$ cat config.mk
export PLATFORM = sky130hd
export DESIGN_NAME = u1e_ctrl_core
export DESIGN_NICKNAME = d
export VERILOG_FILES = /design/src/hdl/u1e_ctrl_pkg.sv /design/src/hdl/u1e_ctrl_core.sv /design/src/hdl/readback_regs.sv /design/src/hdl/vita_time_counter.sv /design/src/hdl/misc_regs.sv /design/src/hdl/settings_bus_fsm.sv /design/src/hdl/wb_slave_decode.sv
export VERILOG_INCLUDE_DIRS = /design/src /design/src/hdl
export SDC_FILE = /design/constraint.sdc
export NUM_CORES = 1
export LEC_CHECK = 0
export BUFFER_PORTS_ARGS = -buffer_cell sky130_fd_sc_hd__clkbuf_2
export CAP_MARGIN = 25
export CORE_MARGIN = 3
export CORE_UTILIZATION = 50
export CTS_CLUSTER_SIZE = 25
export DETAILED_ROUTE_END_ITERATION = 8
export GPL_ROUTABILITY_DRIVEN = 0
export GPL_TIMING_DRIVEN = 0
export PLACE_DENSITY = 0.67
export SKIP_CTS_REPAIR_TIMING = 1
export SYNTH_ARGS = -nofsm -noshare
export SYNTH_HDL_FRONTEND = slang
export SYNTH_SLANG_ARGS = --single-unit
$ cat constraint.sdc
create_clock -name wb_clk -period 8.69 [get_ports wb_clk]
set_input_delay 2.1725 -clock wb_clk [delete_from_list [all_inputs] [get_ports wb_clk]]
set_output_delay 2.1725 -clock wb_clk [all_outputs]
set_load 0.005 [all_outputs]
$ cat src/hdl/u1e_ctrl_macros.svh
////////////////////////////////////////////////////////////
// bus widths, slave slots and misc register offsets
// settings addresses and default tick rate
////////////////////////////////////////////////////////////
`ifndef U1E_CTRL_MACROS_SVH
`define U1E_CTRL_MACROS_SVH

// wishbone and settings bus widths
`define U1E_WB_DW            16
`define U1E_WB_AW            11
`define U1E_SET_AW           8
`define U1E_SET_DW           32

// slave slots on address bits 10:7
`define U1E_SLOT_MISC        4'd0
`define U1E_SLOT_RB32        4'd7
`define U1E_SLOT_SET         4'd8    // takes 8 and 9

// misc register byte offsets
`define U1E_REG_LEDS         7'd0
`define U1E_REG_CGEN_CTRL    7'd4
`define U1E_REG_CGEN_ST      7'd6
`define U1E_REG_TEST         7'd8
`define U1E_REG_COMPAT       7'd16

`define U1E_COMPAT_NUM       8'd4
`define U1E_UNMAPPED_DATA    16'hBEEF

// settings addresses
`define U1E_SR_TIME64        8'd42   // secs, ticks, arm
`define U1E_SR_TEST32        8'd60
`define U1E_SR_GLOBAL_RESET  8'd63

`define U1E_TICKS_PER_SEC    32'd64000000

`endif
$ cat src/hdl/u1e_ctrl_pkg.sv
////////////////////////////////////////////////////////////
// shared types of the control plane
// bus words, wishbone request/response, settings bus
////////////////////////////////////////////////////////////
`include "u1e_ctrl_macros.svh"

package u1e_ctrl_pkg;

   typedef logic [`U1E_WB_DW-1:0]  wb_data_t;
   typedef logic [`U1E_WB_AW-1:0]  wb_addr_t;
   typedef logic [`U1E_SET_AW-1:0] set_addr_t;
   typedef logic [`U1E_SET_DW-1:0] set_data_t;
   typedef logic [63:0]            vita_time_t;   // secs high, ticks low

   // master to slave
   typedef struct packed {
      logic       cyc;
      logic       stb;
      logic       we;
      wb_addr_t   adr;
      logic [1:0] sel;
      wb_data_t   dat;
   } wb_req_t;

   // slave to master
   typedef struct packed {
      logic     ack;
      wb_data_t dat;
   } wb_rsp_t;

   typedef struct packed {
      logic      stb;
      set_addr_t addr;
      set_data_t data;
   } set_bus_t;

   typedef enum logic [1:0] {
      SET_IDLE,
      SET_HAVE_LOW,
      SET_STROBE
   } set_state_e;

endpackage

$ cat src/hdl/u1e_ctrl_core.sv
////////////////////////////////////////////////////////////
// control plane top level
// decoder, settings bus, misc registers, time counter
// and the 32-bit readback window
////////////////////////////////////////////////////////////
`timescale 1ns/100ps
`include "u1e_ctrl_macros.svh"

module u1e_ctrl_core
  #(parameter logic [31:0] TICKS_PER_SEC = `U1E_TICKS_PER_SEC)
   (input  logic                 wb_clk,
    input  logic                 wb_rst,
    input  u1e_ctrl_pkg::wb_req_t wb_req_i,
    output u1e_ctrl_pkg::wb_rsp_t wb_rsp_o,
    input  logic                 pps_i,
    input  logic [2:0]           cgen_st_i,
    output logic                 cgen_sync_b_o,
    output logic                 cgen_ref_sel_o,
    output logic [3:0]           debug_led_o);

   u1e_ctrl_pkg::wb_req_t    misc_req, rb_req, set_req;
   u1e_ctrl_pkg::wb_rsp_t    misc_rsp, rb_rsp;
   logic                     set_ack;
   u1e_ctrl_pkg::set_bus_t   set_bus;
   logic                     core_rst;   // wb_rst or soft reset
   u1e_ctrl_pkg::vita_time_t vita_time, vita_time_pps;

   ////////////////////////////////////////////////////////////
   // bus fabric and settings

   wb_slave_decode u_decode
     (.wb_req_i(wb_req_i), .misc_req_o(misc_req), .rb_req_o(rb_req),
      .set_req_o(set_req), .misc_rsp_i(misc_rsp), .rb_rsp_i(rb_rsp),
      .set_ack_i(set_ack), .wb_rsp_o(wb_rsp_o));

   settings_bus_fsm u_settings
     (.wb_clk(wb_clk), .wb_rst(wb_rst), .req_i(set_req), .ack_o(set_ack),
      .set_bus_o(set_bus), .core_rst_o(core_rst));

   ////////////////////////////////////////////////////////////
   // slaves

   misc_regs u_misc
     (.wb_clk(wb_clk), .core_rst_i(core_rst), .req_i(misc_req), .rsp_o(misc_rsp),
      .cgen_st_i(cgen_st_i), .cgen_sync_b_o(cgen_sync_b_o),
      .cgen_ref_sel_o(cgen_ref_sel_o), .debug_led_o(debug_led_o));

   vita_time_counter #(.TICKS_PER_SEC(TICKS_PER_SEC)) u_time
     (.wb_clk(wb_clk), .core_rst_i(core_rst), .set_bus_i(set_bus), .pps_i(pps_i),
      .vita_time_o(vita_time), .vita_time_pps_o(vita_time_pps));

   readback_regs u_readback
     (.wb_clk(wb_clk), .core_rst_i(core_rst), .set_bus_i(set_bus), .req_i(rb_req),
      .rsp_o(rb_rsp), .vita_time_i(vita_time), .vita_time_pps_i(vita_time_pps));

endmodule

$ cat src/hdl/readback_regs.sv
////////////////////////////////////////////////////////////
// 32-bit readback window on slot 7
// time, pps time and test setting in 16-bit halves
////////////////////////////////////////////////////////////
`timescale 1ns/100ps
`include "u1e_ctrl_macros.svh"

module readback_regs
   (input  logic                     wb_clk,
    input  logic                     core_rst_i,
    input  u1e_ctrl_pkg::set_bus_t   set_bus_i,
    input  u1e_ctrl_pkg::wb_req_t    req_i,
    output u1e_ctrl_pkg::wb_rsp_t    rsp_o,
    input  u1e_ctrl_pkg::vita_time_t vita_time_i,
    input  u1e_ctrl_pkg::vita_time_t vita_time_pps_i);

   u1e_ctrl_pkg::set_data_t reg_test32;
   u1e_ctrl_pkg::set_data_t word;

   always_ff @(posedge wb_clk)
   begin
      if (core_rst_i)
         reg_test32 <= '0;
      else if (set_bus_i.stb && set_bus_i.addr == `U1E_SR_TEST32)
         reg_test32 <= set_bus_i.data;
   end

   // word select on address bits 5:2
   always_comb
   begin
      case (req_i.adr[5:2])
         4'd0    : word = vita_time_i[63:32];       // seconds
         4'd1    : word = vita_time_i[31:0];        // ticks
         4'd2    : word = vita_time_pps_i[63:32];
         4'd3    : word = vita_time_pps_i[31:0];
         4'd4    : word = reg_test32;
         default : word = '0;
      endcase
   end

   assign rsp_o.dat = req_i.adr[1] ? word[31:16] : word[15:0];
   assign rsp_o.ack = req_i.cyc & req_i.stb;

endmodule

$ cat src/hdl/vita_time_counter.sv
////////////////////////////////////////////////////////////
// 64-bit vita time, seconds and ticks
// immediate or pps aligned load, pps time latch
////////////////////////////////////////////////////////////
`timescale 1ns/100ps
`include "u1e_ctrl_macros.svh"

module vita_time_counter
  #(parameter logic [31:0] TICKS_PER_SEC = `U1E_TICKS_PER_SEC)
   (input  logic                     wb_clk,
    input  logic                     core_rst_i,
    input  u1e_ctrl_pkg::set_bus_t   set_bus_i,
    input  logic                     pps_i,
    output u1e_ctrl_pkg::vita_time_t vita_time_o,
    output u1e_ctrl_pkg::vita_time_t vita_time_pps_o);

   localparam u1e_ctrl_pkg::set_addr_t SR_SECS = `U1E_SR_TIME64;
   localparam u1e_ctrl_pkg::set_addr_t SR_TICKS = `U1E_SR_TIME64 + 8'd1;
   localparam u1e_ctrl_pkg::set_addr_t SR_ARM = `U1E_SR_TIME64 + 8'd2;

   u1e_ctrl_pkg::set_data_t  pend_secs, pend_ticks;
   u1e_ctrl_pkg::set_data_t  secs, ticks;
   u1e_ctrl_pkg::vita_time_t time_pps;
   logic                     armed_pps;
   logic                     pps_d1, pps_d2, pps_d3;
   logic                     pps_edge;
   logic                     arm_stb, load_now;

   // pending time, plain payload
   always_ff @(posedge wb_clk)
   begin
      if (set_bus_i.stb && set_bus_i.addr == SR_SECS)
         pend_secs <= set_bus_i.data;
      if (set_bus_i.stb && set_bus_i.addr == SR_TICKS)
         pend_ticks <= set_bus_i.data;
   end

   assign arm_stb  = set_bus_i.stb && (set_bus_i.addr == SR_ARM);
   assign load_now = arm_stb & ~set_bus_i.data[0];

   ////////////////////////////////////////////////////////////
   // pps sync and edge detect

   always_ff @(posedge wb_clk)
   begin
      if (core_rst_i)
         {pps_d3, pps_d2, pps_d1} <= 3'b000;
      else
         {pps_d3, pps_d2, pps_d1} <= {pps_d2, pps_d1, pps_i};
   end

   assign pps_edge = pps_d2 & ~pps_d3;

   ////////////////////////////////////////////////////////////
   // counter and latch

   always_ff @(posedge wb_clk)
   begin
      if (core_rst_i)
      begin
         secs      <= '0;
         ticks     <= '0;
         time_pps  <= '0;
         armed_pps <= 1'b0;
      end
      else
      begin
         if (load_now || (pps_edge && armed_pps))   // immediate or pps aligned load
         begin
            secs  <= pend_secs;
            ticks <= pend_ticks;
         end
         else if (ticks == TICKS_PER_SEC - 32'd1)
         begin
            secs  <= secs + 32'd1;   // wrap into next second
            ticks <= '0;
         end
         else
            ticks <= ticks + 32'd1;

         if (pps_edge)
            time_pps <= armed_pps ? {pend_secs, pend_ticks} : {secs, ticks};

         if (arm_stb)
            armed_pps <= set_bus_i.data[0];
         else if (pps_edge)
            armed_pps <= 1'b0;
      end
   end

   assign vita_time_o     = {secs, ticks};
   assign vita_time_pps_o = time_pps;

endmodule

$ cat src/hdl/misc_regs.sv
////////////////////////////////////////////////////////////
// misc registers on slot 0
// leds, clock generator control/status, test, compat
////////////////////////////////////////////////////////////
`timescale 1ns/100ps
`include "u1e_ctrl_macros.svh"

module misc_regs
   (input  logic                  wb_clk,
    input  logic                  core_rst_i,
    input  u1e_ctrl_pkg::wb_req_t req_i,
    output u1e_ctrl_pkg::wb_rsp_t rsp_o,
    input  logic [2:0]            cgen_st_i,
    output logic                  cgen_sync_b_o,
    output logic                  cgen_ref_sel_o,
    output logic [3:0]            debug_led_o);

   u1e_ctrl_pkg::wb_data_t reg_leds, reg_cgen_ctrl, reg_test;
   logic [6:0]             offs;

   assign offs = req_i.adr[6:0];

   always_ff @(posedge wb_clk)
   begin
      if (core_rst_i)
      begin
         reg_leds      <= '0;
         reg_cgen_ctrl <= 16'd3;      // sync_b and ref_sel high
         reg_test      <= '0;
      end
      else if (req_i.cyc & req_i.stb & req_i.we)
      begin
         case (offs)
            `U1E_REG_LEDS      : reg_leds      <= req_i.dat;
            `U1E_REG_CGEN_CTRL : reg_cgen_ctrl <= req_i.dat;
            `U1E_REG_TEST      : reg_test      <= req_i.dat;
            default            : ;
         endcase
      end
   end

   always_comb
   begin
      case (offs)
         `U1E_REG_LEDS      : rsp_o.dat = reg_leds;
         `U1E_REG_CGEN_CTRL : rsp_o.dat = reg_cgen_ctrl;
         `U1E_REG_CGEN_ST   : rsp_o.dat = {13'd0, cgen_st_i};
         `U1E_REG_TEST      : rsp_o.dat = reg_test;
         `U1E_REG_COMPAT    : rsp_o.dat = {8'd0, `U1E_COMPAT_NUM};
         default            : rsp_o.dat = `U1E_UNMAPPED_DATA;
      endcase
   end

   assign rsp_o.ack = req_i.cyc & req_i.stb;   // single cycle access

   assign debug_led_o    = ~reg_leds[3:0];      // leds are active low
   assign cgen_sync_b_o  = reg_cgen_ctrl[1];
   assign cgen_ref_sel_o = reg_cgen_ctrl[0];

endmodule

$ cat src/hdl/settings_bus_fsm.sv
////////////////////////////////////////////////////////////
// settings bus from two 16-bit wishbone writes
// one-cycle strobe and soft reset pulse
////////////////////////////////////////////////////////////
`timescale 1ns/100ps
`include "u1e_ctrl_macros.svh"

module settings_bus_fsm
   (input  logic                   wb_clk,
    input  logic                   wb_rst,
    input  u1e_ctrl_pkg::wb_req_t  req_i,
    output logic                   ack_o,
    output u1e_ctrl_pkg::set_bus_t set_bus_o,
    output logic                   core_rst_o);

   u1e_ctrl_pkg::set_state_e state, state_nxt;
   u1e_ctrl_pkg::wb_data_t   low_q;        // stored low half
   logic [5:0]               idx_q;        // stored setting index
   logic                     set_stb_q;
   u1e_ctrl_pkg::set_addr_t  set_addr_q;
   u1e_ctrl_pkg::set_data_t  set_data_q;
   logic                     rst_pulse;
   logic                     wr, wr_low, wr_high, complete;
   logic [5:0]               idx;

   assign wr       = req_i.cyc & req_i.stb & req_i.we;
   assign idx      = req_i.adr[7:2];
   assign wr_low   = wr & ~req_i.adr[1];
   assign wr_high  = wr & req_i.adr[1];
   assign complete = wr_high & (state == u1e_ctrl_pkg::SET_HAVE_LOW) & (idx == idx_q);

   assign ack_o = req_i.cyc & req_i.stb;

   always_comb
   begin
      state_nxt = state;
      case (state)
         u1e_ctrl_pkg::SET_HAVE_LOW :
            if (complete)
               state_nxt = u1e_ctrl_pkg::SET_STROBE;
            else if (wr_high)
               state_nxt = u1e_ctrl_pkg::SET_IDLE;   // index mismatch
         default :
            // idle and strobe cycles look only for a new low half
            if (wr_low)
               state_nxt = u1e_ctrl_pkg::SET_HAVE_LOW;
            else
               state_nxt = u1e_ctrl_pkg::SET_IDLE;
      endcase
   end

   ////////////////////////////////////////////////////////////
   // control state

   always_ff @(posedge wb_clk)
   begin
      if (wb_rst)
      begin
         state     <= u1e_ctrl_pkg::SET_IDLE;
         set_stb_q <= 1'b0;
         rst_pulse <= 1'b0;
      end
      else
      begin
         state     <= state_nxt;
         set_stb_q <= complete;
         rst_pulse <= set_stb_q & (set_addr_q == `U1E_SR_GLOBAL_RESET);
      end
   end

   // payload
   always_ff @(posedge wb_clk)
   begin
      if (wr_low)
      begin
         low_q <= req_i.dat;
         idx_q <= idx;
      end
      if (complete)
      begin
         set_addr_q <= {2'b00, idx_q};
         set_data_q <= {req_i.dat, low_q};
      end
   end

   assign set_bus_o  = '{stb: set_stb_q, addr: set_addr_q, data: set_data_q};
   assign core_rst_o = wb_rst | rst_pulse;

endmodule

$ cat src/hdl/wb_slave_decode.sv
////////////////////////////////////////////////////////////
// single master wishbone decoder
// slot match on address bits 10:7, response mux
////////////////////////////////////////////////////////////
`timescale 1ns/100ps
`include "u1e_ctrl_macros.svh"

module wb_slave_decode
   (input  u1e_ctrl_pkg::wb_req_t wb_req_i,
    output u1e_ctrl_pkg::wb_req_t misc_req_o,
    output u1e_ctrl_pkg::wb_req_t rb_req_o,
    output u1e_ctrl_pkg::wb_req_t set_req_o,
    input  u1e_ctrl_pkg::wb_rsp_t misc_rsp_i,
    input  u1e_ctrl_pkg::wb_rsp_t rb_rsp_i,
    input  logic                  set_ack_i,
    output u1e_ctrl_pkg::wb_rsp_t wb_rsp_o);

   localparam logic [2:0] SET_PAIR = 3'(`U1E_SLOT_SET >> 1);   // slots 8 and 9

   logic [3:0] slot;
   logic       misc_hit, rb_hit, set_hit;

   assign slot     = wb_req_i.adr[10:7];
   assign misc_hit = (slot == `U1E_SLOT_MISC);
   assign rb_hit   = (slot == `U1E_SLOT_RB32);
   assign set_hit  = (slot[3:1] == SET_PAIR);

   // every slave sees the request, only the addressed one its strobe
   always_comb
   begin
      misc_req_o     = wb_req_i;
      misc_req_o.stb = wb_req_i.stb & misc_hit;
      rb_req_o       = wb_req_i;
      rb_req_o.stb   = wb_req_i.stb & rb_hit;
      set_req_o      = wb_req_i;
      set_req_o.stb  = wb_req_i.stb & set_hit;
   end

   always_comb
   begin
      wb_rsp_o = '0;                     // unmapped slots never ack
      if (misc_hit)
         wb_rsp_o = misc_rsp_i;
      else if (rb_hit)
         wb_rsp_o = rb_rsp_i;
      else if (set_hit)
         wb_rsp_o.ack = set_ack_i;       // settings reads carry no data
   end

endmodule

### Yosys cells after proc, flatten, opt, wreduce, memory -nomap -nowiden

Cells that the tools add are included.

| storage, ports and cells | value |
|---|---|
| flip-flop bits (word level) | 340 |
| output and inout bits | 23 |
| word-level logic and storage cells | 93 |

| cells by class | value |
|---|---|
| add/sub/neg operators | 2 |
| equal/unequal tests | 19 |
| muxes and demuxes | 18 |
| bitwise logic cells | 20 |
| reductions and logical operators | 14 |

Operators with widths:

| operator | count |
|---|---|
| one-hot mux 32 bit (5 select lines) | 1 |
| two-way mux 32 bit | 4 |
| one-hot mux 16 bit (5 select lines) | 1 |
| adder 32 x 1 -> 32 bit, second input constant | 2 |
| two-way mux 64 bit | 1 |
| == test 32 x 26 -> 1 bit, second input constant | 1 |
| two-way mux 16 bit | 2 |
| == test 6 bit, second input constant | 5 |
| two-way mux 17 bit | 1 |
| AND 1 bit | 15 |
| == test 7 x 3 -> 1 bit, second input constant | 2 |
| == test 4 x 2 -> 1 bit, second input constant | 2 |
| == test 4 x 3 -> 1 bit, second input constant | 2 |
| logical NOT 4 bit | 2 |
| == test 7 x 4 -> 1 bit, second input constant | 1 |
| == test 7 x 5 -> 1 bit, second input constant | 1 |
| logical NOT 7 bit | 1 |
| == test 6 bit | 1 |
| two-way mux 2 bit | 3 |
| AND reduction 2 bit | 3 |
| logical AND 1 bit | 5 |
| two-way mux 1 bit | 5 |
| == test 4 x 1 -> 1 bit, second input constant | 1 |
| inverter 4 bit | 1 |
| other kinds (7) | 10 |

### Logic depth before layout (Yosys ltp)

| logic depth | value |
|---|---|
| word-level depth | 9 |
| mapped depth | 8 |
| depth with buffers taken out | 6 |

### By module

A second synthesis with hierarchy kept.

| unflattened totals | value |
|---|---|
| cells, all modules | 1611 |
| area total of the unflattened synthesis | 16955.0 µm² |

By module, submodules not included:

| module | instances | cells each | area each (µm²) | seq. area each (µm²) |
|---|---|---|---|---|
| vita_time_counter | 1 | 846 | 8834.7 | 4564.4 |
| readback_regs | 1 | 290 | 2567.5 | 640.6 |
| misc_regs | 1 | 261 | 2522.4 | 960.9 |
| settings_bus_fsm | 1 | 90 | 2063.2 | 1881.8 |
| wb_slave_decode | 1 | 124 | 967.2 | 0.0 |

### Least setup slack after synthesis

No wires, ideal clock.

| timing path | value |
|---|---|
| kind | input -> register |
| from | input port wb_req_i[20] (netlist bit) |
| to | register u_settings.set_addr_q[0] (enable) |
| setup time | 0.532 ns |
| data arrival time | 6.617 ns |
| required time | 8.158 ns |
| path slack | 1.541 ns |
| stages on the path | 5 |
| buffers on the path | 1 |
| cell sequence | clkbuf_1 -> xor2_1 -> nor4_1 -> nand3_1 -> nor4_1 |

| between the ends | value |
|---|---|
| longest elaborated chain between the ends | 2 |

RTL lines:

| element | RTL line | source |
|---|---|---|
| start, declared | u1e_ctrl_core.sv:13 | `input u1e_ctrl_pkg::wb_req_t wb_req_i,` |
| == test 6 bit | settings_bus_fsm.sv:30 | `assign complete = wr_high & (state == u1e_ctrl_pkg::SET_HAVE_LOW) & (idx == idx_q);` |
| AND 1 bit | settings_bus_fsm.sv:30 |  |
| named net u_settings.complete | settings_bus_fsm.sv:23 | `logic wr, wr_low, wr_high, complete;` |
| end signal, assigned | settings_bus_fsm.sv:81 | `set_addr_q <= {2'b00, idx_q};` |
| end, declared | settings_bus_fsm.sv:20 | `u1e_ctrl_pkg::set_addr_t set_addr_q;` |

The timed path passes the listed nets, and every way through them passes these cells.
A chain may end at the register's enable or synchronous reset.

==> results.ini <==
[run_status]
status=completed

[floorplan]
design.die.area_mm2=0.0322
rows=62
start_util_pct=51.6
core_mm2=0.0292
boundaryPins=61
dieHeight_um=179
die_w_um=179

[detailed_routing]
vias_per_cell=6.29
drcViolationCount=0
via_count=12982
drt_iter0_markers=1458
wl_per_cell_um=24.0
ant_nets=0
totalWireLength_um=49500
first_pass_iters=8

[critical_path]
path_cells=clkbuf_2, nor4b_2, clkbuf_1, buf_1, a222oi_1, nand2_1, nand3_1, nand2_1, clkbuf_2
timing.rr.start=u_settings.set_data_q[0]
cp.required_ps=6520
r2r_end=u_time.ticks[0]
rrSetupSlack_ps=5600
path_buf_inv=4
crit_path_start_kind=primary input
critPathCaptureType=primary output
crit_family=buffers and inverters
r2r_cells=7
critPathMaxStageDelay_ps=850
cp_slowest_cell=nor4b_2
crit_fanout=10
crit_arrival_ps=5230
crit_type=in2out

[hold_path]
worstHoldStart=u_settings.low_q[12]
holdPathEnd=u_settings.set_data_q[12]
min_path_cells=0
hold_path_class=reg2reg

[clock_tree]
clk_latency_ps=520
cts.clk_slew.worst_paths_ps=60
cts_buffers=37
cts_buffer_depth=3
cts_root_buf=clkbuf_16
htreeDepth=2
cts.sinks=340
cts_tree=done

[power_and_ir_drop]
p_switching_mw=0.752
intPower_mw=2.56
switching_share_pct=22.7
seqPwrFrac_pct=50.6
ir_worst_vdd_mv=0.182
p_leak_nw=5.37
p_per_area_mw_per_mm2=193
combPwrFrac_pct=4.2
p_clk_share_pct=45.1

[sta]
slew_violations=0
relSlewSlack_pct=26.5
setup_violations=0
fmax_mhz=135
grt_setup_unrepaired=no
fin_crit_sh_pct=85.2
worst_slew_pin_slew_ps=1090
fin_crit_ps=7400
fin_skew_ps=12.7
setup_ws_ps=1290
final_hold_viol_count=0

[synth]
synthArstFlopShare_pct=0
synthCells=1544
synthDistinctLibCells=63
netlist_area_mm2=0.0150
syn_nets=1584
synth_ff_type=dfxtp_1
ys_warn_count=0
syn-mean-instance-area_um2=9.74
ys_seq_area_share_pct=53.5
synth_seq_cells=340
synth-edff-count=124

[global_routing]
overflow=0
track_usage_pct=29.8
grt_pass1_wl_um=74900
antenna_found_initial=0
grt_pass1_vias=12376
grt_max_degree=28

[layout]
nets=1693
fin_util_pct=58.7
num_antenna_cells=0
fin_cells=2065
drive_gt1_share_pct=10.3
area_growth_syn_to_layout_pct=13.8

[place]
dp_slack_ps=1410
post-dp-hpwl_um=38000
post-place-cells=1998
portBuffers=57

[job]
maxCapViolCount=0

## per-layer routing
layer	wire length, um	up-vias	global-route usage, %
met5	0	-	0
met1	19900	6203	40.1
met4	2130	0	12.2
met3	4830	113	5.38
li1	-	5932	-
met2	22600	734	47.7
## cell usage after synthesis, drive strengths merged, types with 3 or more instances
| library cell | n | share of area (%) |
|---|---|---|
| a211oi | 81 | 4.0 |
| a21oi | 110 | 3.7 |
| a221oi | 16 | 0.93 |
| a222oi | 32 | 2.1 |
| a22oi | 31 | 1.5 |
| a31oi | 8 | 0.33 |
| a32o | 8 | 0.53 |
| and2 | 11 | 0.46 |
| and3 | 17 | 0.71 |
| and4 | 12 | 0.70 |
| buf | 32 | 1.0 |
| clkbuf | 94 | 2.4 |
| dfxtp | 216 | 29 |
| edfxtp | 124 | 25 |
| inv | 9 | 0.22 |
| mux2i | 69 | 4.6 |
| nand2 | 257 | 6.4 |
| nand2b | 3 | 0.12 |
| nand3 | 62 | 2.1 |
| nand4 | 33 | 1.6 |
| nor2 | 103 | 2.6 |
| nor2b | 6 | 0.25 |
| nor3 | 17 | 0.57 |
| nor3b | 8 | 0.40 |
| nor4 | 28 | 1.7 |
| nor4b | 7 | 0.53 |
| o21ai | 68 | 2.3 |
| o31ai | 3 | 0.15 |
| or2 | 3 | 0.12 |
| or3 | 6 | 0.25 |
| or4 | 5 | 0.27 |
| xnor2 | 19 | 1.1 |
| xor2 | 26 | 1.5 |
## logic make-up after synthesis
group           Yosys count  synth area share [%]
buf+inv                 135                  3.62
xor+xnor                 45                  2.62
fa+ha+maj                 2                 0.166
flops                   340                  53.5
mux                      70                  4.67
simple gates            585                  19.2
compound gates          367                  16.2
## worst max-delay path by stage
stage                      start                        end  slack, ps  cells after the start
finish              wb_req_i[22]               wb_rsp_o[12]       1290                      9
CTS                 wb_req_i[22]               wb_rsp_o[12]       1400                      9
global placement    wb_req_i[20]  u_settings.set_data_q[25]       -310                      6
global route        wb_req_i[20]               wb_rsp_o[11]       1210                      9
floorplan           wb_req_i[20]   u_settings.set_addr_q[0]       1540                      5
detailed placement  wb_req_i[22]               wb_rsp_o[11]       1410                      9
## stage by stage
step / hold slack [ps] / cell area [um2] / setup TNS [ps] / total power [mW]
after floorplan: 400 / 15000 / 0 / 1.78
after global placement: 401 / 15800 / -11850 / 1.84
after detailed placement: 406 / 16000 / 0 / 1.85
after CTS: 418 / 17100 / 0 / 3.31
after global routing: 425 / 17100 / 0 / 3.40
final: 416 / 17100 / 0 / 3.31
## flip-flops by register name, summed over array words and instances (netlist names), 16 cells and up
register	cells
u_misc.reg_test	16
u_time.secs	32
u_misc.reg_cgen_ctrl	16
u_readback.reg_test32	32
u_time.vita_time_pps_o	64
u_time.ticks	32
u_settings.low_q	16
u_time.pend_ticks	32
u_time.pend_secs	32
u_misc.reg_leds	16
u_settings.set_data_q	32
## power groups by stage
| stage | registers (mW) | clock network, mW | logic [mW] |
|---|---|---|---|
| after global placement | 1.71 | 0 | 0.134 |
| after detailed placement | 1.71 | 0 | 0.137 |
| after floorplan | 1.70 | 0 | 0.0762 |
| final | 1.68 | 1.49 | 0.140 |
| after global routing | 1.68 | 1.57 | 0.151 |
| after CTS | 1.67 | 1.50 | 0.137 |
## cell usage in the layout (no fill, tap or decap), types with 9 or more instances in the layout
| master | n |
|---|---|
| a222oi_1 | 32 |
| inv_1 | 9 |
| xnor2_1 | 19 |
| clkbuf_1 | 101 |
| a22oi_1 | 31 |
| buf_1 | 12 |
| clkbuf_16 | 41 |
| xor2_1 | 26 |
| nand2_1 | 257 |
| nor4_2 | 9 |
| nand3_1 | 61 |
| clkbuf_2 | 58 |
| and3_1 | 17 |
| a221oi_1 | 16 |
| nand4_1 | 29 |
| dfxtp_1 | 216 |
| a211oi_1 | 81 |
| and2_1 | 9 |
| a21oi_1 | 110 |
| nor3_1 | 16 |
| nor4_1 | 17 |
| nor2_1 | 101 |
| buf_2 | 20 |
| mux2i_1 | 69 |
| edfxtp_1 | 124 |
| and4_1 | 12 |
| o21ai_0 | 68 |
## area by class of cell
cell class / count / area (um2)
plain buffers: 126 / 510
clock buffers: 49 / 1060
clock inverters: 18 / 86.3
fillers: 2544 / 12100
inverters: 9 / 33.8
multi-input cells: 1069 / 6480
flip-flops and latches: 340 / 8050
well taps: 384 / 480
repair buffers: 70 / 414
Note: power is estimated with default switching activity, not from simulation.
